===== src/rtl/bp_pkg.sv =====
`default_nettype none

package bp_pkg;

    //////////////////////////////////////////////////////////////////////
    // Table geometry
    //////////////////////////////////////////////////////////////////////

    localparam int pc_idx_bits       = 5;                  // pc[6:2]
    localparam int local_hist_bits   = 6;
    localparam int ghr_bits          = 8;                  // Also the gshare pc slice, pc[9:2]
    localparam int local_ctr_bits    = local_hist_bits + pc_idx_bits;
    localparam int local_entries     = 2 ** pc_idx_bits;
    localparam int local_ctr_entries = 2 ** local_ctr_bits;
    localparam int gshare_entries    = 2 ** ghr_bits;

    //////////////////////////////////////////////////////////////////////
    // Shared types
    //////////////////////////////////////////////////////////////////////

    // Upper bit set means taken (or global, for the chooser)
    typedef enum logic [1:0] {
        strong_not_taken = 2'b00,
        weak_not_taken   = 2'b01,
        weak_taken       = 2'b10,
        strong_taken     = 2'b11
    } ctr_t;

    typedef enum logic {
        provider_local  = 1'b0,
        provider_global = 1'b1
    } provider_t;

    // Saturating step, up on taken and down otherwise
    function automatic ctr_t ctr_next(ctr_t c, logic taken);
        ctr_t n;
        case (c)
            strong_not_taken: n = taken ? weak_not_taken : strong_not_taken;
            weak_not_taken:   n = taken ? weak_taken     : strong_not_taken;
            weak_taken:       n = taken ? strong_taken   : weak_not_taken;
            default:          n = taken ? strong_taken   : weak_taken;
        endcase
        return n;
    endfunction

endpackage

`default_nettype wire

===== src/rtl/gshare_predictor.sv =====
`timescale 1ns/1ns
`default_nettype none

module gshare_predictor (
    input  wire        clk,
    input  wire        rst_n,
    input  wire [31:0] lookup_pc,
    output logic       lookup_taken,
    input  wire        upd_valid,
    input  wire [31:0] upd_pc,
    input  wire        upd_taken,
    output logic       upd_pred_taken
);
    import bp_pkg::*;

    logic [ghr_bits-1:0] ghr;
    ctr_t                ctrs [gshare_entries];

    logic [ghr_bits-1:0] lk_idx;
    logic [ghr_bits-1:0] up_idx;
    ctr_t                up_ctr;

    // Both sides hash with the history as it stands before the edge
    assign lk_idx = lookup_pc[ghr_bits+1:2] ^ ghr;
    assign up_idx = upd_pc[ghr_bits+1:2] ^ ghr;

    assign up_ctr         = ctrs[up_idx];
    assign lookup_taken   = ctrs[lk_idx][1];
    assign upd_pred_taken = up_ctr[1];

    always_ff @(posedge clk or negedge rst_n) begin
        if (!rst_n) begin
            ghr <= '0;
            for (int i = 0; i < gshare_entries; i++) begin
                ctrs[i] <= strong_not_taken;
            end
        end else if (upd_valid) begin
            ctrs[up_idx] <= ctr_next(up_ctr, upd_taken);
            ghr          <= {ghr[ghr_bits-2:0], upd_taken};    // Newest outcome in bit 0
        end
    end

endmodule

`default_nettype wire


===== config.mk =====
export PLATFORM = sky130hd
export DESIGN_NAME = gshare_predictor
export DESIGN_NICKNAME = d
export VERILOG_FILES = /design/src/rtl/bp_pkg.sv /design/src/rtl/gshare_predictor.sv
export SDC_FILE = /design/constraint.sdc
export NUM_CORES = 1
export LEC_CHECK = 0
export BUFFER_PORTS_ARGS = -buffer_cell sky130_fd_sc_hd__buf_2
export CAP_MARGIN = 25
export CORE_ASPECT_RATIO = 0.8
export CORE_MARGIN = 3
export CORE_UTILIZATION = 60
export CTS_BUF_LIST = sky130_fd_sc_hd__clkbuf_4 sky130_fd_sc_hd__clkbuf_8 sky130_fd_sc_hd__clkbuf_16
export DETAILED_ROUTE_END_ITERATION = 12
export PLACE_DENSITY = 0.77
export SLEW_MARGIN = 20
export SYNTH_ARGS = -nofsm -noshare
export SYNTH_HDL_FRONTEND = slang
export SYNTH_SLANG_ARGS = --single-unit

===== constraint.sdc =====
create_clock -name clk -period 5.4 [get_ports clk]
set_input_delay 0.54 -clock clk [delete_from_list [all_inputs] [get_ports clk]]
set_output_delay 0.54 -clock clk [all_outputs]
set_load 0.005 [all_outputs]

Word-level counts from Yosys, hierarchy flattened --
Index checks and enable logic that the tools add are counted.
Storage, ports and cells: output and inout bits 2, register bits 520, input bits 68, word-level logic and storage cells 283
Operators by class: bitwise operators 4, $lt $le $gt $ge 3, multiplexer cells 15, equality and inequality tests 2, reduce and logical (&&, ||, !) cells 2
Operator list (number):
- $bwmux 512 | 1
- $bmux 2 s8 | 2
- $ge 9x9->1 const B | 2
- $not 8->9 | 2
- $demux 2 s8 | 1
- $mux 2 | 8
- $xor 8x8->8 | 2
- $lt 9x1->1 const B | 1
- $pmux 2 s3 | 1
- $eq 2x1->1 const B | 1
- $eq 2x2->1 const B | 1
- $logic_not 2->1 | 1
- $mux 1 | 2
- $logic_and 1x1->1 | 1

Longest topological paths before layout --
Gate-level depths: netlist of the first run.
depth after elaboration 9, depth in mapped cells 14

Least setup slack after synthesis of the first run --
Ideal clock, no wire load.
path type input-to-output, start in lookup_pc[2], end out lookup_taken, stages on the path 8, data arrival time 3.454 ns, slack 1.406 ns, data required time 4.860 ns, cell sequence xnor2_2 buf_2 buf_2 mux4_2 mux4_2 mux4_2 a211oi_1 a21oi_1
On the way: cells in the longest elaborated chain, start to end 5
Ends and longest elaborated chain:
- start: declaration | RTL line gshare_predictor.sv:7 | input wire [31:0] lookup_pc,
- $xor 8x8->8 | RTL line gshare_predictor.sv:24 | assign lk_idx = lookup_pc[ghr_bits+1:2] ^ ghr;
- $not 8->9 (implied by the code) | RTL line gshare_predictor.sv:28 | assign lookup_taken = ctrs[lk_idx][1];
- $bmux 2 s8 | RTL line gshare_predictor.sv:28
- $mux 2 (implied by the code) (2 in a row) | RTL line gshare_predictor.sv:28
- end: declaration | RTL line gshare_predictor.sv:8 | output logic lookup_taken,
No other way between the ends. The select of a mux whose other input is x is not followed.

Final worst setup path of the first run --
start reg ghr[3], end out upd_pred_taken
On the way: cells in the longest elaborated chain, start to end 5
Ends and longest elaborated chain:
- start: declaration | RTL line gshare_predictor.sv:16 | logic [ghr_bits-1:0] ghr;
- start signal: assignment | RTL line gshare_predictor.sv:39 | ghr <= {ghr[ghr_bits-2:0], upd_taken};
- $xor 8x8->8 | RTL line gshare_predictor.sv:25 | assign up_idx = upd_pc[ghr_bits+1:2] ^ ghr;
- $not 8->9 (implied by the code) | RTL line gshare_predictor.sv:27 | assign up_ctr = ctrs[up_idx];
- $bmux 2 s8 | RTL line gshare_predictor.sv:27
- $mux 2 (implied by the code) (2 in a row) | RTL line gshare_predictor.sv:27
- end: declaration | RTL line gshare_predictor.sv:12 | output logic upd_pred_taken
No other way between the ends. The select of a mux whose other input is x is not followed.

==> reports/qor.csv, run 1 <==
stage;metric;value;unit
sta;fmax;196.4;MHz
sta;final setup margin;0.3093;ns
pwr;Clock Power Share;33.0;%
finish;ant diodes;0;
pwr;VDD IR max;0.0002850;V
floorplanning;CORE AREA;0.04339;mm²
floorplanning;FP Rows;68;
worst_setup_path;startpoint class of the critical path;flip-flop;
yosys;syn nets;2546;
pwr;Switching Fraction;33.51;%
yosys;Yosys top cell area share;48.97;%
drt;drt pass-1 iters;9;
drt;DR WL/cell;25.12;µm
worst_setup_path;worst-path cell chain;xor2_1 > nor2_2 > buf_4 > nand2_1 > buf_12 > o22ai_1 > o41ai_1 > nand4_1 > nor4_2 > inv_1 > buf_2;
drt;Antenna Nets Post-Route;0;
finish;synth-to-layout area growth;9.701;%
worst_setup_path;CP max stage delay;0.89;ns
sta;Final Setup Violations;0;
clock_network;CTS tree;yes;
place;DP HPWL;47910;µm
clock_network;Hold Buf Count CTS;1;
hold_path;worst hold stages;2;
clock_network;Clock Sinks;520;
yosys;ys async rst share;100.0;%
floorplanning;IO Count;70;
yosys;top_reg_cell synth;dfrtp_1;
worst_setup_path;class of the most critical setup path;reg2out;
yosys;Synth Register Bits;520;
pwr;PD cells;399.4;mW/mm²
sta;RSZ-0062 raised after global routing;no;
sta;Fin. Hold Viols;0;
worst_setup_path;worst endpoint required time;4.86;ns
drt;1st-iter DRT viols;2521;
place;Place WS;0.8331;ns
sta;Worst Tran Pin Value;1.112;ns
clock_network;postcts setup bufs;0;
run;Max Cap Viol;0;
global_routing;antenna violations before repair;0;
clock_network;root buf cell;clkbuf_16;
global_routing;vias in the first global route;20190;
clock_network;total CTS buffers;50;
place;number of port buffers;21;
worst_setup_path;r2r setup slk;0.71;ns
finish;commonest non-fill, non-tap cell in the layout;nand2_1;
drt;# DRC;0;
sta;Layout Skew;0.01456;ns
pwr;logic gate share of total power;26.5;%
worst_setup_path;Crit Path Max Fanout;12;
yosys;cell accounting for the most synthesized area;dfrtp_1;
sta;shortest period the worst path allows;5.091;ns
worst_setup_path;Critical R2R Launch;ghr[3]$_DFFE_PN0P_;
yosys;Synth Instances;2478;
worst_setup_path;RR Endpoint;ctrs[421]$_DFFE_PN0P_;
sta;Tcrit/Tclk final;94.27;%
worst_setup_path;Crit-path slowest cell;o41ai_1;
hold_path;hold_sp;upd_taken;
floorplanning;die boundary height;194.2;µm
hold_path;HP Class;in2reg;
finish;commonest cells after routing, fill and taps aside;nand2_1, dfrtp_1, o21ai_1;
floorplanning;Die Area;0.04686;mm²
global_routing;first-pass GRT wire length;119400;µm
worst_setup_path;Worst setup EP type;primary output;
pwr;sequential power share;40.4;%
hold_path;Hold Path End;ghr[0]$_DFFE_PN0P_;
yosys;netlist area before placement;0.02657;mm²
finish;share of cells above drive strength 1;22.78;%
yosys;synth warn;0;
sta;setup total negative slack;0;ns
clock_network;clk_lat worst skew;0.59;ns
clock_network;clk slew on worst S/H paths;0.07;ns
yosys;Seq/Total Area, Yosys;48.97;%
yosys;Syn Area/Cell;10.72;µm²
drt;vias;20380;
status;status;complete, no violations;
clock_network;clock buffer depth;3;
drt;DR vias/cell;6.609;
yosys;Synth area leaders;dfrtp_1, mux4_2, nand2_1, o21ai_2, o21ai_1;
worst_setup_path;WP data arrival;4.55;ns
drt;total wire length;77470;µm
pwr;sw power;3901;µW
floorplanning;Die W;241.3;µm
yosys;Post-synth EDFFs;0;
clock_network;H-tree Lvls;2;
yosys;Netlist cell types;40;
place;RePlAce Congestion;0.9032;
worst_setup_path;worst reg2reg path depth;12;
pwr;P_leak;0.01210;µW
global_routing;pin count of the biggest net entering global routing;163;
clock_network;post-cts sizing count;0;
sta;Slew HR;25.68;%
global_routing;GRT overflow;0;
global_routing;All-Layer GR Usage;33.59;%
sta;fin. max-slew vios;0;
floorplanning;Initial Utilization;61.23;%
finish;final net count;2551;
pwr;Internal;7741;µW
==> sequential cells by signal, summed over array words and instances (netlist names) <==
register / count
ctrs: 512
ghr: 8
==> area by class of cell <==
| cell class | instances | area (µm²) |
|---|---|---|
| fillers | 3167 | 14240 |
| flip-flops and latches | 520 | 13010 |
| multi-input cells | 1812 | 12610 |
| clock buffers | 75 | 1573 |
| repair buffers | 97 | 1001 |
| well taps | 560 | 700.7 |
| clock inverters | 18 | 245.2 |
| inverters | 2 | 7.507 |
==> power groups by stage <==
stage / Sequential (µW) / Combinational [µW] / Clock [µW]
2_1_floorplan: 4650 / 2180 / 0
3_3_place_gp: 4720 / 2940 / 0
3_5_place_dp: 4760 / 3020 / 0
4_1_cts: 4700 / 3040 / 3880
5_1_grt: 4760 / 3250 / 4040
6_report: 4710 / 3090 / 3840
==> kinds of logic after synthesis <==
logic type | Yosys count | share of synthesized area (%)
AO/OA/AOI/OAI | 627 | 15.54
XOR/XNOR | 24 | 0.8759
adder cells (fa/ha/maj) | 2 | 0.09416
buffers and inverters | 146 | 4.295
flip-flops | 520 | 48.97
multiplexers | 285 | 17.74
AND/OR/NAND/NOR | 874 | 12.48
==> layer usage <==
| layer | wire, µm | vias to the layer above | GRT usage [%] | part of all wire [%] |
|---|---|---|---|---|
| met3 | 8757 | 340 | 9.016 | 11 |
| li1 | - | 8893 | - | - |
| met5 | 0 | - | 0 | 0 |
| met2 | 33990 | 1135 | 49.24 | 44 |
| met4 | 4654 | 0 | 16.63 | 6.0 |
| met1 | 30070 | 10020 | 46.70 | 39 |
==> critical path, delay by kind of cell (launching register included) <==
| family | cells | cell delay [ns] |
|---|---|---|
| flip-flops | 1 | 0.56 |
| buffers and inverters | 4 | 0.82 |
| AND/OR/NAND/NOR | 4 | 1.21 |
| XOR/XNOR | 1 | 0.37 |
| AO/OA/AOI/OAI | 2 | 1.00 |
==> cells in the mapped netlist (2+ instances only) <==
master    instances
nand2_1         824
dfrtp_1         520
o21ai_1         297
o21ai_2         200
mux4_2          148
mux2i_1         129
o22ai_1          64
clkbuf_1         51
nor2_1           37
buf_6            34
buf_2            22
buf_8            20
a22oi_1          18
o21ai_0          16
o41ai_1          16
buf_4            14
xor2_1           12
xnor2_1           9
a41oi_1           8
mux2_2            8
nand3_1           4
nand4_1           4
a21oi_1           3
buf_12            2
inv_1             2
xnor2_2           2
==> metrics by stage <==
step	hold slack [ns]	power [µW]	area, µm²	utilization [%]	instances
after floorplan	0.2444	6830	26570	-	2478
after detailed placement	0.4609	7787	27320	62.96	2990
after CTS	0.2368	11610	29150	67.17	3084
after global placement	0.4530	7663	27320	62.96	2990
final	0.3055	11640	29150	67.17	3084
after global routing	0.2646	12040	29150	67.17	3084
==> worst max-delay path by stage <==
stage,from,slack (ns),endpoint
6_report,ghr[3]$_DFFE_PN0P_,0.31,upd_pred_taken
3_3_place_gp,upd_pc[5],0.87,ctrs[156]$_DFFE_PN0P_
3_5_place_dp,upd_pc[4],0.83,ctrs[157]$_DFFE_PN0P_
2_1_floorplan,lookup_pc[2],1.41,lookup_taken
4_1_cts,ghr[1]$_DFFE_PN0P_,0.42,upd_pred_taken
5_1_grt,ghr[3]$_DFFE_PN0P_,0.40,upd_pred_taken
(Power assumes the default switching activity.)
==> run 2: changes to the inputs <==
SETUP_SLACK_MARGIN = 0.5   (was default)
==> reports/qor.csv, run 2 (synthesis results as in run 1) <==
stage;metric;value;unit;change
drt;vias;20330;;was 20.38k
hold_path;HP Class;in2reg;;unchanged
worst_setup_path;WP data arrival;4.41;ns;was 4.55 ns
floorplanning;Die W;241.3;µm;unchanged
finish;synth-to-layout area growth;9.818;%;was 9.701%
worst_setup_path;worst-path cell chain;xor2_1 > nor2_2 > buf_4 > nand2_1 > buf_12 > o22ai_1 > o41ai_1 > nand4_1 > nor4_2 > inv_1 > buf_2;;unchanged
sta;fin. max-slew vios;0;;unchanged
sta;RSZ-0062 raised after global routing;yes;;was no
clock_network;CTS tree;yes;;unchanged
finish;share of cells above drive strength 1;22.98;%;was 22.78%
finish;area of the multi-input gates;0.01264;mm²;was 0.01261 mm²
drt;DR WL/cell;25.13;µm;was 25.12 µm
run;Max Cap Viol;0;;unchanged
global_routing;Most Crowded Layer GR;met2;;unchanged
finish;commonest cells after routing, fill and taps aside;nand2_1, dfrtp_1, o21ai_1;;unchanged
sta;fmax;202.1;MHz;was 196.4 MHz
clock_network;total CTS buffers;50;;unchanged
finish;fillers;3164;;was 3167
clock_network;clock buffer depth;3;;unchanged
worst_setup_path;Crit Path Max Fanout;12;;unchanged
finish;ant diodes;0;;unchanged
worst_setup_path;timing endpoint of the critical path;upd_pred_taken;;unchanged
clock_network;clk_lat worst skew;0.59;ns;about the same
sta;Tcrit/Tclk final;91.64;%;was 94.27%
worst_setup_path;crit path buf inv count;4;;unchanged
pwr;PD cells;399.1;mW/mm²;was 399.4 mW/mm²
worst_setup_path;r2r setup slk;0.89;ns;was 0.71 ns
worst_setup_path;Critical R2R Launch;ghr[3]$_DFFE_PN0P_;;unchanged
worst_setup_path;Crit-path slowest cell;o41ai_1;;unchanged
sta;shortest period the worst path allows;4.949;ns;was 5.091 ns
finish;commonest non-fill, non-tap cell in the layout;nand2_1;;unchanged
finish;top flop regs;ctrs: 512 flops, ghr: 8 flops;;unchanged
status;status;complete, no violations;;unchanged
sta;Slew HR;26.97;%;was 25.68%
drt;Antenna Nets Post-Route;0;;unchanged
global_routing;antenna violations before repair;0;;unchanged
global_routing;first-pass GRT wire length;119400;µm;about the same
finish;max FFs per register;512;;unchanged
pwr;P_leak;0.01214;µW;was 0.01210 µW
worst_setup_path;worst endpoint required time;4.86;ns;about the same
floorplanning;IO Count;70;;unchanged
sta;Final Setup Violations;0;;unchanged
sta;setup total negative slack;0;ns;unchanged
worst_setup_path;Levels on crit path;11;;unchanged
place;RePlAce Congestion;0.9032;;unchanged
worst_setup_path;Worst setup EP type;primary output;;unchanged
global_routing;vias in the first global route;20190;;about the same
worst_setup_path;RR Endpoint;ctrs[19]$_DFFE_PN0P_;;was ctrs[421]$_DFFE_PN0P_
hold_path;hold_sp;upd_taken;;unchanged
clock_network;root buf cell;clkbuf_16;;unchanged
global_routing;All-Layer GR Usage;33.60;%;was 33.59%
finish;final net count;2551;;unchanged
sta;Fin. Hold Viols;0;;unchanged
global_routing;GRT overflow;0;;unchanged
drt;drt pass-1 iters;6;;was 9
worst_setup_path;cell family with most CP delay;simple AND/OR/NAND/NOR gates;;unchanged
floorplanning;die boundary height;194.2;µm;unchanged
global_routing;pin count of the biggest net entering global routing;163;;unchanged
global_routing;grt met3 use;9.016;%;unchanged
finish;Most flops, register;ctrs;;unchanged
worst_setup_path;class of the most critical setup path;reg2out;;unchanged
clock_network;clk slew on worst S/H paths;0.07;ns;about the same
place;DP HPWL;47910;µm;unchanged
floorplanning;CORE AREA;0.04339;mm²;unchanged
floorplanning;Die Area;0.04686;mm²;unchanged
drt;total wire length;77500;µm;was 77470 µm
worst_setup_path;startpoint class of the critical path;flip-flop;;unchanged
clock_network;H-tree Lvls;2;;unchanged
global_routing;GR Layer Usage met1;46.73;%;was 46.70%
drt;1st-iter DRT viols;2510;;was 2521
clock_network;Clock Sinks;520;;unchanged
place;number of port buffers;21;;unchanged
sta;Worst Tran Pin Value;1.093;ns;was 1.112 ns
drt;DR vias/cell;6.591;;was 6.609
floorplanning;Initial Utilization;61.23;%;unchanged
worst_setup_path;CP max stage delay;0.72;ns;was 0.89 ns
global_routing;met2 capacity usage during global routing;49.25;%;was 49.24%
floorplanning;FP Rows;68;;unchanged
worst_setup_path;worst reg2reg path depth;12;;unchanged
drt;# DRC;0;;unchanged
finish;post-layout util;67.25;%;was 67.17%
pwr;VDD IR max;0.0002840;V;was 0.0002850 V
worst_setup_path;Crit. Startpoint;ghr[3]$_DFFE_PN0P_;;unchanged
sta;Layout Skew;0.01564;ns;was 0.01456 ns
finish;sequential cell area;0.01301;mm²;about the same
-- run 2: changes by cell type in the layout (fill, tap and decap cells not counted) --
cell,previous run,this run
dfrtp_1,520,519
dfrtp_2,0,1
o41ai_1,16,12
o41ai_2,1,5
-- run 2: layout make-up --
| class | count | share of cell area (%) |
|---|---|---|
| inverter | 2 | 0.02573 |
| clock inverter | 18 | 0.8404 |
| clock buffer | 75 | 5.390 |
| tap | 560 | 2.401 |
| multi-input combinational | 1812 | 43.31 |
| sequential | 520 | 44.60 |
| timing repair buffer | 97 | 3.430 |
-- run 2: where the power goes --
part,internal (µW),switching [µW]
Combinational,1060,2030
Clock,2300,1550
Sequential,4380,326
Total,7740,3900
-- run 2: metal layers --
metal	share of wire, %	up-vias
met3	11	317
li1	-	8901
met4	5.9	0
met1	39	10010
met2	44	1097
met5	0	-
-- run 2: worst min path at each step --
| stage | endpoint | slack, ns | depth (start not counted) |
|---|---|---|---|
| floorplan | ctrs[0]$_DFFE_PN0P_ | 0.24 | 0 |
| global placement | ctrs[194]$_DFFE_PN0P_ | 0.45 | 2 |
| detailed placement | ctrs[336]$_DFFE_PN0P_ | 0.46 | 2 |
| CTS | ghr[0]$_DFFE_PN0P_ | 0.24 | 2 |
| global route | ghr[0]$_DFFE_PN0P_ | 0.26 | 2 |
| finish | ghr[0]$_DFFE_PN0P_ | 0.30 | 2 |
-- run 2: stage by stage --
stage               hold WS, ns  power (µW)  std cells  setup slack [ns]  area (µm²)
finish                   0.3041       11650       3084            0.4515       29180
global route             0.2645       12040       3084            0.4978       29180
CTS                      0.2368       11610       3084            0.5480       29160
detailed placement       0.4609        7787       2990            0.8331       27320
global placement         0.4530        7663       2990            0.8725       27320
floorplan                0.2444        6830       2478             1.406       26570
-- run 2: repair_timing --
item / in CTS / in global routing
hold endpoints to repair: 74 / 0
gates resized for setup: 1 / 4
endpoints found under the setup margin: 1 / 2
hold buffers: 1 / 0
setup buffers: 0 / 0
