## src/rtl/bp_pkg.sv

```systemverilog
`default_nettype none

package bp_pkg;

    //////////////////////////////////////////////////////////////////////
    // Table geometry
    //////////////////////////////////////////////////////////////////////

    localparam int pc_idx_bits       = 5;                  // pc[6:2]
    localparam int local_hist_bits   = 6;
    localparam int ghr_bits          = 8;                  // Also the gshare pc slice, pc[9:2]
    localparam int local_ctr_bits    = local_hist_bits + pc_idx_bits;
    localparam int local_entries     = 2 ** pc_idx_bits;
    localparam int local_ctr_entries = 2 ** local_ctr_bits;
    localparam int gshare_entries    = 2 ** ghr_bits;

    //////////////////////////////////////////////////////////////////////
    // Shared types
    //////////////////////////////////////////////////////////////////////

    // Upper bit set means taken (or global, for the chooser)
    typedef enum logic [1:0] {
        strong_not_taken = 2'b00,
        weak_not_taken   = 2'b01,
        weak_taken       = 2'b10,
        strong_taken     = 2'b11
    } ctr_t;

    typedef enum logic {
        provider_local  = 1'b0,
        provider_global = 1'b1
    } provider_t;

    // Saturating step, up on taken and down otherwise
    function automatic ctr_t ctr_next(ctr_t c, logic taken);
        ctr_t n;
        case (c)
            strong_not_taken: n = taken ? weak_not_taken : strong_not_taken;
            weak_not_taken:   n = taken ? weak_taken     : strong_not_taken;
            weak_taken:       n = taken ? strong_taken   : weak_not_taken;
            default:          n = taken ? strong_taken   : weak_taken;
        endcase
        return n;
    endfunction

endpackage

`default_nettype wire
```

## src/rtl/tournament_chooser.sv

```systemverilog
`timescale 1ns/1ns
`default_nettype none

module tournament_chooser (
    input  wire                clk,
    input  wire                rst_n,
    input  wire [31:0]         lookup_pc,
    output bp_pkg::provider_t  lookup_provider,
    input  wire                upd_valid,
    input  wire [31:0]         upd_pc,
    input  wire                upd_taken,
    input  wire                upd_local_taken,
    input  wire                upd_global_taken
);
    import bp_pkg::*;

    ctr_t ctrs [local_entries];    // Counting up favours global

    logic [pc_idx_bits-1:0] lk_idx;
    logic [pc_idx_bits-1:0] up_idx;
    logic                   disagree;
    logic                   global_right;

    assign lk_idx = lookup_pc[pc_idx_bits+1:2];
    assign up_idx = upd_pc[pc_idx_bits+1:2];

    assign lookup_provider = ctrs[lk_idx][1] ? provider_global : provider_local;

    // Only a disagreement tells us anything about which side to trust
    assign disagree     = upd_local_taken != upd_global_taken;
    assign global_right = upd_global_taken == upd_taken;

    always_ff @(posedge clk or negedge rst_n) begin
        if (!rst_n) begin
            for (int i = 0; i < local_entries; i++) begin
                ctrs[i] <= strong_not_taken;
            end
        end else if (upd_valid && disagree) begin
            ctrs[up_idx] <= ctr_next(ctrs[up_idx], global_right);
        end
    end

endmodule

`default_nettype wire

```

## config.mk

```make
export PLATFORM = sky130hd
export DESIGN_NAME = tournament_chooser
export DESIGN_NICKNAME = d
export VERILOG_FILES = /design/src/rtl/bp_pkg.sv /design/src/rtl/tournament_chooser.sv
export SDC_FILE = /design/constraint.sdc
export NUM_CORES = 1
export LEC_CHECK = 0
export BUFFER_PORTS_ARGS = -buffer_cell sky130_fd_sc_hd__buf_2
export CORE_MARGIN = 5
export CORE_UTILIZATION = 45
export CTS_BUF_LIST = sky130_fd_sc_hd__clkbuf_8
export CTS_CLUSTER_SIZE = 16
export DETAILED_ROUTE_END_ITERATION = 6
export PLACE_DENSITY = 0.75
export SLEW_MARGIN = 10
export SYNTH_ARGS = -nofsm -noshare
export SYNTH_HDL_FRONTEND = slang
export SYNTH_SLANG_ARGS = --single-unit
```

## constraint.sdc

```tcl
create_clock -name clk -period 8.3 [get_ports clk]
set_clock_uncertainty 0.15 [all_clocks]
set_input_delay 1.66 -clock clk [delete_from_list [all_inputs] [get_ports clk]]
set_output_delay 1.66 -clock clk [all_outputs]
set_load 0.03 [all_outputs]
```

# [Yosys cells after proc, flatten, opt, wreduce, memory -nomap -nowiden]
# Cells that the tools add are included.
[op_classes] n_lt_le_gt_ge=3 eq_ne=4 muxes=16 bitwise_logic=2 reduce_logical=3
[ops] cell="bitwise mux 64 bit" n=1
[ops] cell="binary-select mux 2 bit (select 5 bit)" n=2
[ops] cell="two-way mux 2 bit" n=8
[ops] cell=">= comparator 6 bit, second input constant" n=2
[ops] cell="inverter 5 -> 6 bit" n=2
[ops] cell="demux 2 bit (select 5 bit)" n=1
[ops] cell="< comparator 6 x 1 -> 1 bit, second input constant" n=1
[ops] cell="one-hot mux 2 bit (3 select lines)" n=1
[ops] cell="two-way mux 1 bit" n=3
[ops] cell="equality test 2 x 1 -> 1 bit, second input constant" n=1
[ops] cell="equality test 2 bit, second input constant" n=1
[ops] cell="logical AND 1 bit" n=2
[ops] cell="zero test 2 bit" n=1
[ops] cell="equality test 1 bit" n=1
[ops] cell="!= test 1 bit" n=1
[totals] register_bits=64 input_bits=70 output_inout_bits=1 word_cells=60

# [Longest topological paths before layout]
# Gate-level depths: netlist of run 1.
[depth] word_depth=8 ltp_mapped=9 mapped_depth_nobuf=6

# [Worst setup path after synthesis of run 1]
# No wires, ideal clock.
[synth_path] path_type="input -> output" from="input lookup_pc[2]" to="output lookup_provider" arrival_ns=3.436 required_time_ns=6.490 path_slack_ns=3.054 stages=4 n_path_buf=1 cell_sequence="clkbuf_1 -> mux4_2 -> mux4_2 -> mux2_2"
[synth_between] elab_chain_len=5
[synth_lines] item="start, declared" line_no="tournament_chooser.sv:7" rtl="input wire [31:0] lookup_pc,"
[synth_lines] item="inverter 5 -> 6 bit (not written as such)" line_no="tournament_chooser.sv:27" rtl="assign lookup_provider = ctrs[lk_idx][1] ? provider_global : provider_local;"
[synth_lines] item="binary-select mux 2 bit (select 5 bit)" line_no="tournament_chooser.sv:27"
[synth_lines] item="two-way mux 2 bit (not written as such) (2 in a row)" line_no="tournament_chooser.sv:27"
[synth_lines] item="two-way mux 1 bit" line_no="tournament_chooser.sv:27"
[synth_lines] item="end, declared" line_no="tournament_chooser.sv:8" rtl="output bp_pkg::provider_t lookup_provider,"
# No other way between the ends. The select of a mux whose other input is x is not followed.

# [Worst setup path after layout of run 1]
# Same ends and word-level chain as after synthesis.

==> results of run 1 <==
through the flow:
step                      total power [uW]  instances  instance area (sq um)
final                                  883        447                   3960
after global routing                   927        447                   3960
after CTS                              887        447                   3960
after detailed placement               596        431                   3740
after global placement                 586        431                   3740
after floorplan                        544        333                   3620
worst max-delay path by stage:
stage / to / slack, ns / startpoint
final: lookup_provider / 3.02 / lookup_pc[2]
after global routing: lookup_provider / 2.95 / lookup_pc[2]
after CTS: lookup_provider / 3.00 / lookup_pc[2]
after detailed placement: lookup_provider / 3.00 / lookup_pc[2]
after global placement: lookup_provider / 3.02 / lookup_pc[2]
after floorplan: lookup_provider / 3.05 / lookup_pc[2]
power by group through the flow:
stage,Combinational [uW],Clock (uW),Sequential [uW]
final,201,293,389
after floorplan,160,0,384
after CTS,202,296,389
after global placement,194,0,392
after detailed placement,201,0,395
after global routing,220,311,395
critical path, delay by kind of cell:
family	cells	cell delay, ns
multiplexers	3	1.34
buffers and inverters	2	0.46
per-layer routing:
metal,vias to the layer above,wire length (um),track usage [%]
li1,1242,-,-
met1,1332,4070,28.4
met2,90,3910,27.2
met3,9,559,4.42
met4,0,148,6.93
met5,-,0,0
placed cells by master, fill, tap and decap left out:
master,count
nand2_1,101
dfrtp_1,64
o31ai_1,34
o31ai_2,30
mux4_2,20
mux2i_1,16
buf_2,16
clkbuf_8,13
nor2_1,9
nand3_1,7
buf_4,5
nor2b_1,4
a22oi_1,4
mux2_2,2
nand2b_1,2
xor2_1,2
o21ai_0,2
nor3_1,2
a31oi_1,1
a311oi_1,1
nor3_2,1
and2_2,1
and2_1,1
nand3b_1,1
xnor2_1,1
a211oi_4,1
nor2_2,1
bufinv_16,1
inv_1,1
clkinv_2,1
kinds of logic (layout without fill, tap and decap cells):
kind of cell	Yosys count	in the layout
compound gates	73	73
xor+xnor	3	3
buf+inv	25	37
flops	64	64
mux	38	38
simple gates	130	130
area by class of cell:
| class | count | area, sq um | area share [%] |
|---|---|---|---|
| multi-input cells | 244 | 1900 | 47.9 |
| clock inverters | 3 | 38.8 | 0.979 |
| flip-flops and latches | 64 | 1600 | 40.4 |
| well taps | 102 | 128 | 3.22 |
| clock buffers | 13 | 179 | 4.52 |
| repair buffers | 21 | 118 | 2.97 |
==> out/metrics.cfg, run 1 <==
[status]
outcome=finished clean

[timing]
fin_crit_ns=5.29
setup_viol=0
clock.fmax_mhz=189
final.period_utilization_pct=63.7
hold_slack_ns=0.332
finalSetupTns_ns=0
slew_headroom_pct=34.7
tightestPinTransition_ns=0.979
hold_viol=0
fin_ws_ns=3.02
drv_slew=0
rsz0062_at_grt=false

[clock_tree]
h-tree-depth=3
cts_resized=0
cts-root-buf=clkbuf_8
clk_path_buf_depth=2
cts_tree=yes
clock_latency_ns=0.36
clkSinkCount=64
cts_buffers=9
cts.clk_slew.worst_paths_ns=0.07
postCtsSetupBuffers=0
cts_hold_buf=0

[power]
intPower_uw=610
switching_share_pct=30.9
seq_power_share_pct=44.1
p_sw_uw=273
p_per_area_nw_per_um2=223
vdd_drop_max_uv=104
leakage_uw=0.00168
clock_power_share_pct=33.2
p_comb_share_pct=22.8

[logic_synthesis]
synth_ff_type=dfrtp_1
yosys-mux-area-fraction_pct=17.5
yosys.area_share.simple_pct=14.5
synth_xor_area_share_pct=0.725
yosysTopAreaCell=dfrtp_1
synth_cells=333
async_flop_share_pct=100
yosysMostFrequentCell=nand2_1
synth_compound_area_share_pct=19.3
synth_enable_flop_cells=0
synth_nets=403
synthTopCellsByArea=dfrtp_1 44%, mux4_2 12%, nand2_1 10%
synth_fa_ha_area_share_pct=0
ys_types=26
netlist_area_sq_um=3620
yosys_warnings=0
syn_area_per_cell_sq_um=10.9
synth-seq-cells=64
synth_top_family_by_area=compound AO/OA/AOI/OAI gates
seq_area_frac_synth_pct=44.2
post-synth-top-area-fraction_pct=44.2
synth_common_cells=101 x nand2_1, 64 x dfrtp_1, 34 x o31ai_1, 30 x o31ai_2, 20 x mux4_2

[worst_setup_path]
r2r_end=ctrs[22]$_DFFE_PN0P_
slowest_delay_ns=0.58
path_class=in -> out
critPathRequiredTime_ns=6.49
reg2reg_depth=5
crit_chain=buf_2 > mux4_2 > mux4_2 > mux2_2 > buf_2
end_kind=primary output
reg2reg_from=ctrs[26]$_DFFE_PN0P_
reg2reg_slack_ns=5.49
cp.arrival_ns=3.47
cp_slowest_cell=mux4_2
critPathMaxFanout=8
cp-start-kind=primary input

[detailed_routing]
drt_iter0_markers=177
via_per_inst=5.98
drc=0
routed_wl_um=8680
first_pass_iters=4
ant_nets=0
wire_per_inst_um=19.4
vias=2673

[grt]
grt_max_degree=65
grt_pass1_wl_um=14500
antenna_found_initial=0
grt_pass1_vias=2696
grt_overflow=0
grtUsageTotal_pct=19.1

[finish]
top_register=ctrs
n_antenna_cell=0
utilization_pct=51.0
nNetsFinal=410
area_growth_pct=9.32
largest_reg_flops=64
reg_top3=ctrs (64)
drive_gt1_share_pct=26.7
final.fill_count=717

[place]
numPortBuffers=16
gp_congestion=0.892
place_ws_ns=3.00
hpwl_um=5610

[floorplan]
die_w_um=99.8
ioPinCount=71
fp.dieArea_sq_um=9950
core_sq_um=7770
num_rows=32
start_util_pct=46.7
die_y_um=99.8

[job]
cap_violations=0

[min_path]
min_path_cells=2
holdPathEnd=ctrs[6]$_DFFE_PN0P_
min_from=ctrs[6]$_DFFE_PN0P_
worst_hold_path_type=reg -> reg

Power figures use the tool's default switching activity.
==> inputs of run 2 (changes only) <==
Settings changed: PLACE_DENSITY 0.75 to 0.78.
Clock period 8.3 ns to 4.4 ns, I/O delays scaled along.
==> run 2 against run 1 <==
Compared with the run above:
- clock-buffer cell count is 3 lower
- global-route usage down 0.87 points
- non-clock buffer count is the same
- worst setup slack got worse by 2.3 ns
- power rose by 89%
- first-iteration DRC count stayed put
- sequential power rose by 89%
- critical path type unchanged
- sequential share of layout area about the same
- flip-flop and latch count stayed put
==> out/metrics.cfg, run 2 (same netlist as run 1, synthesis figures left out) <==
[detailed_routing]
drt_iter0_markers=177  ; unchanged
first_pass_iters=5  ; +1
ant_nets=0  ; unchanged
vias=2706  ; +1.2%
via_per_inst=6.05  ; +1.2%
wire_per_inst_um=18.8  ; -3.1%
routed_wl_um=8420  ; -3.1%
drc=0  ; unchanged

[power]
power_uw=1670  ; +89%
leakage_uw=0.00167  ; -0.29%
p_per_area_nw_per_um2=420  ; +89%
p_comb_share_pct=22.3  ; -0.5 points
intPower_uw=1160  ; +90%
clock_power_share_pct=33.6  ; +0.4 points
switching_share_pct=30.5  ; -0.48 points
vdd_drop_max_uv=275  ; +170%
p_sw_uw=508  ; +86%
seq_power_share_pct=44.0  ; about the same

[clock_tree]
cts_resized=0  ; unchanged
clk_path_buf_depth=2  ; unchanged
clkSinkCount=64  ; unchanged
h-tree-depth=3  ; unchanged
cts-root-buf=clkbuf_8
cts.clk_slew.worst_paths_ns=0.07  ; about the same
cts_buffers=9  ; unchanged
cts_hold_buf=0  ; unchanged
postCtsSetupBuffers=0  ; unchanged
cts_tree=yes
clock_latency_ns=0.35  ; about the same

[finish]
final.fill_count=716  ; -0.14%
largest_reg_flops=64  ; unchanged
layout_common_cells=101 x nand2_1, 64 x dfrtp_1, 34 x o31ai_1, 30 x o31ai_2, 20 x mux4_2
area_growth_pct=9.39  ; about the same
multi_input_comb_area_sq_um=1900  ; unchanged
reg_top3=ctrs (64)
nNetsFinal=410  ; unchanged
drive_gt1_share_pct=27.0  ; +0.29 points
n_antenna_cell=0  ; unchanged
seq_area_sq_um=1600  ; unchanged
final_cell_area_sq_um=3970  ; about the same
top_register=ctrs
utilization_pct=51.0  ; about the same
final_common_cell=nand2_1

[place]
numPortBuffers=16  ; unchanged
place_area_sq_um=3740  ; unchanged
gp_congestion=0.903  ; +1.3%
hpwl_um=5750  ; +2.4%

[floorplan]
start_util_pct=46.7  ; unchanged
die_w_um=99.8  ; unchanged
num_rows=32  ; unchanged
core_sq_um=7770  ; unchanged
fp.dieArea_sq_um=9950  ; unchanged
ioPinCount=71  ; unchanged
die_y_um=99.8  ; unchanged

[worst_setup_path]
critPathRequiredTime_ns=3.37  ; -3.12 ns
critPathMaxFanout=8  ; unchanged
cp.arrival_ns=2.67  ; -0.80 ns
cp-start-kind=primary input
path_class=in -> out
end_kind=primary output

[timing]
hold_viol=0  ; unchanged
setup_viol=0  ; unchanged
fin_crit_ns=3.70
slew_headroom_pct=37.8  ; +3.1 points
clock.fmax_mhz=270
rsz0062_at_grt=false
final.period_utilization_pct=84.0
tightestPinTransition_ns=0.933  ; -0.0463 ns
drv_slew=0  ; unchanged
hold_slack_ns=0.323  ; -0.00856 ns
finalSetupTns_ns=0  ; unchanged

[grt]
grtUsageTotal_pct=18.2  ; -0.87 points
grt_pass1_wl_um=14000  ; -3.8%
grt_max_degree=34  ; -48%
antenna_found_initial=1  ; +1
grt_overflow=0  ; unchanged
grt_pass1_vias=2688  ; -0.30%

[job]
cap_violations=0  ; unchanged

[min_path]
worst_hold_path_type=reg -> reg

[status]
outcome=finished clean

## run 2: final cells by class
type | count | area share, %
Multi-Input combinational cell | 244 | 47.9
Clock inverter | 6 | 2.08
Clock buffer | 10 | 3.47
Tap cell | 102 | 3.22
Timing Repair Buffer | 21 | 2.97
Sequential cell | 64 | 40.4
## run 2: per-layer routing
metal  vias to the layer above  global-route usage, %  wire [um]
met2                       112                   27.0       3850
met4                         2                   6.09        180
met3                        19                   5.19        583
li1                       1231                      -          -
met5                         -                      0         13
met1                      1342                   25.8       3790
## run 2: path summary, 6_finish.rpt
| kind | startpoint | end | slack, ns | cells after the start |
|---|---|---|---|---|
| min reg2reg | ctrs[24]$_DFFE_PN0P_ | ctrs[24]$_DFFE_PN0P_ | 0.32 | 2 |
| max in group asynchronous | rst_n | ctrs[40]$_DFFE_PN0P_ | 2.76 | 2 |
| min in group asynchronous | rst_n | ctrs[39]$_DFFE_PN0P_ | 0.45 | 1 |
| min | ctrs[24]$_DFFE_PN0P_ | ctrs[24]$_DFFE_PN0P_ | 0.32 | 2 |
| max reg2reg | ctrs[8]$_DFFE_PN0P_ | ctrs[62]$_DFFE_PN0P_ | 1.61 | 7 |
| max | lookup_pc[2] | lookup_provider | 0.70 | 5 |
## run 2: stage by stage
step                      setup WS, ns  cells
final                            0.702    447
after global routing             0.626    447
after CTS                        0.666    447
after detailed placement         0.577    431
after global placement           0.624    431
after floorplan                  0.714    333
## run 2: worst max-delay path, stage by stage
cell,delay [ns]
buf_2,0.27
mux4_2,0.59
mux4_2,0.48
mux2_2,0.26
buf_2,0.17
## run 2: power by group through the flow
stage / combinational, uW / sequential, uW / clock (uW)
3_5_place_dp: 372 / 746 / 0
2_1_floorplan: 302 / 724 / 0
4_1_cts: 372 / 735 / 574
6_report: 372 / 734 / 561
3_3_place_gp: 359 / 738 / 0
5_1_grt: 405 / 746 / 602
==> inputs of run 3 (changes only) <==
Settings changed: PLACE_DENSITY 0.78 to 0.75.
Clock period 4.4 ns to 3.5 ns, I/O delays scaled along.
==> run 3 against run 2 <==
Compared with the run above:
- cell count increased by 1.1%
- via count decreased by 2.6%
- critical path depth unchanged
- sequential share of layout area decreased by 0.63 points
- final area increased by 1.6%
- sequential power increased by 26%
- worst setup slack got worse by 0.53 ns
- register-to-register slack got worse by 0.72 ns
- clock-buffer cell count increased by 1
- flip-flop and latch count unchanged
- global-route usage increased by 0.073 points
- critical path type unchanged
- largest cell class unchanged
==> out/metrics.cfg, run 3 (same netlist as run 1, synthesis figures left out) <==
[status]
outcome=finished clean

[finish]
final.fill_count=700  ; -2.2%
top_register=ctrs
nNetsFinal=418  ; +2.0%
area_growth_pct=11.1
drive_gt1_share_pct=27.7  ; +0.76 points
layout_common_cells=101 x nand2_1, 64 x dfrtp_1, 34 x o31ai_1, 30 x o31ai_2, 20 x mux4_2
final_common_cell=nand2_1
n_antenna_cell=0  ; unchanged
utilization_pct=51.9  ; +0.81 points
final_cell_area_sq_um=4030  ; +1.6%
largest_reg_flops=64  ; unchanged
reg_top3=ctrs (64)

[power]
power_uw=1980  ; +19%
clock_power_share_pct=27.5  ; -6.1 points
leakage_uw=0.00171  ; +2.2%
p_sw_uw=621  ; +22%
seq_power_share_pct=46.6  ; +2.6 points
intPower_uw=1360  ; +17%
p_per_area_nw_per_um2=492  ; +17%
p_comb_share_pct=25.9  ; +3.6 points
vdd_drop_max_uv=352  ; +28%
switching_share_pct=31.4  ; +0.89 points

[floorplan]
core_sq_um=7770  ; unchanged
die_y_um=99.8  ; unchanged
fp.dieArea_sq_um=9950  ; unchanged
num_rows=32  ; unchanged
start_util_pct=46.7  ; unchanged
ioPinCount=71  ; unchanged
die_w_um=99.8  ; unchanged

[worst_setup_path]
r2r_end=ctrs[26]$_DFFE_PN0P_
path_class=in -> out
reg2reg_depth=7  ; unchanged
critPathRequiredTime_ns=2.65  ; -0.72 ns
reg2reg_from=ctrs[26]$_DFFE_PN0P_
cp-start-kind=primary input
critPathMaxFanout=8  ; unchanged
end_kind=primary output
cp.arrival_ns=2.48  ; -0.19 ns
reg2reg_slack_ns=0.89  ; -0.72 ns

[place]
numPortBuffers=16  ; unchanged
gp_congestion=0.882  ; -2.3%
place_ws_ns=0.0657  ; -0.512 ns
hpwl_um=5920  ; +3.1%
place_area_sq_um=3870  ; +3.3%

[min_path]
worst_hold_path_type=in -> async

[timing]
fin_crit_ns=3.33
clock.fmax_mhz=300
setup_viol=0  ; unchanged
tightestPinTransition_ns=0.903  ; -0.0303 ns
final.period_utilization_pct=95.1
drv_slew=0  ; unchanged
rsz0062_at_grt=false
fin_ws_ns=0.170  ; -0.533 ns
hold_viol=0  ; unchanged
slew_headroom_pct=39.8  ; +2.0 points
finalSetupTns_ns=0  ; unchanged

[detailed_routing]
via_per_inst=5.83  ; -3.7%
routed_wl_um=8420  ; about the same
drt_iter0_markers=209  ; +18%
wire_per_inst_um=18.6  ; -1.1%
first_pass_iters=4  ; -1
ant_nets=0  ; unchanged
drc=0  ; unchanged
vias=2635  ; -2.6%

[job]
cap_violations=0  ; unchanged

[grt]
grt_max_degree=42  ; +24%
grt_overflow=0  ; unchanged
grt_pass1_wl_um=14100  ; +1.1%
grtUsageTotal_pct=18.3  ; +0.073 points
antenna_found_initial=0  ; -1
grt_pass1_vias=2777  ; +3.3%

[clock_tree]
cts_tree=yes
h-tree-depth=3  ; unchanged
postCtsSetupBuffers=0  ; unchanged
cts_resized=0  ; unchanged
clk_path_buf_depth=2  ; unchanged
clkSinkCount=64  ; unchanged
cts_hold_buf=0  ; unchanged
clock_latency_ns=0.34  ; about the same
cts.clk_slew.worst_paths_ns=0.07  ; about the same
cts_buffers=9  ; unchanged
cts-root-buf=clkbuf_8

==> run 3: cell count changes in the layout (fill, tap and decap cells not counted) <==
cell,delta
buf_12,+5
buf_4,+3
bufinv_16,-2
clkbuf_8,+1
clkinv_2,-2
clkinvlp_4,-1
inv_1,+1
==> run 3: area by class of cell <==
cell class              count  area (sq um)  share of cell area [%]
clock buffers              11           151                    3.76
repair buffers             29           240                    5.96
well taps                 102           128                    3.17
flip-flops and latches     64          1600                    39.8
clock inverters             2          8.76                   0.217
multi-input cells         244          1900                    47.1
==> run 3: power by group through the flow <==
| stage | Clock [uW] | Sequential [uW] | Combinational [uW] |
|---|---|---|---|
| global route | 588 | 936 | 559 |
| CTS | 557 | 923 | 514 |
| detailed placement | 0 | 936 | 513 |
| floorplan | 0 | 910 | 379 |
| global placement | 0 | 928 | 497 |
| finish | 545 | 923 | 512 |
==> run 3: stage by stage <==
| stage | instances | hold WS, ns |
|---|---|---|
| after floorplan | 333 | 0.254 |
| after global placement | 439 | 0.305 |
| after detailed placement | 439 | 0.315 |
| after CTS | 452 | 0.329 |
| after global routing | 452 | 0.348 |
| final | 452 | 0.330 |
==> run 3: worst max-delay path, cell delays in order <==
cell,delay [ns]
buf_2,0.27
mux4_2,0.58
mux4_2,0.48
mux2_2,0.27
buf_2,0.18
==> run 3: metal layers <==
| layer | wire [um] | track usage [%] | vias up | part of all wire, % |
|---|---|---|---|---|
| li1 | - | - | 1252 | - |
| met3 | 623 | 4.77 | 20 | 7.4 |
| met2 | 3860 | 27.0 | 96 | 46 |
| met5 | 0 | 0 | - | 0 |
| met1 | 3730 | 25.4 | 1267 | 44 |
| met4 | 203 | 8.09 | 0 | 2.4 |
==> run 3: worst max-delay path by stage <==
| stage | startpoint | endpoint | cells past startpoint | slack (ns) |
|---|---|---|---|---|
| after floorplan | lookup_pc[2] | lookup_provider | 4 | 0.17 |
| after global placement | upd_pc[3] | ctrs[24]$_DFFE_PN0P_ | 8 | 0.13 |
| after detailed placement | upd_pc[3] | ctrs[26]$_DFFE_PN0P_ | 8 | 0.07 |
| after CTS | lookup_pc[2] | lookup_provider | 5 | 0.16 |
| after global routing | lookup_pc[2] | lookup_provider | 5 | 0.1 |
| final | lookup_pc[2] | lookup_provider | 5 | 0.17 |
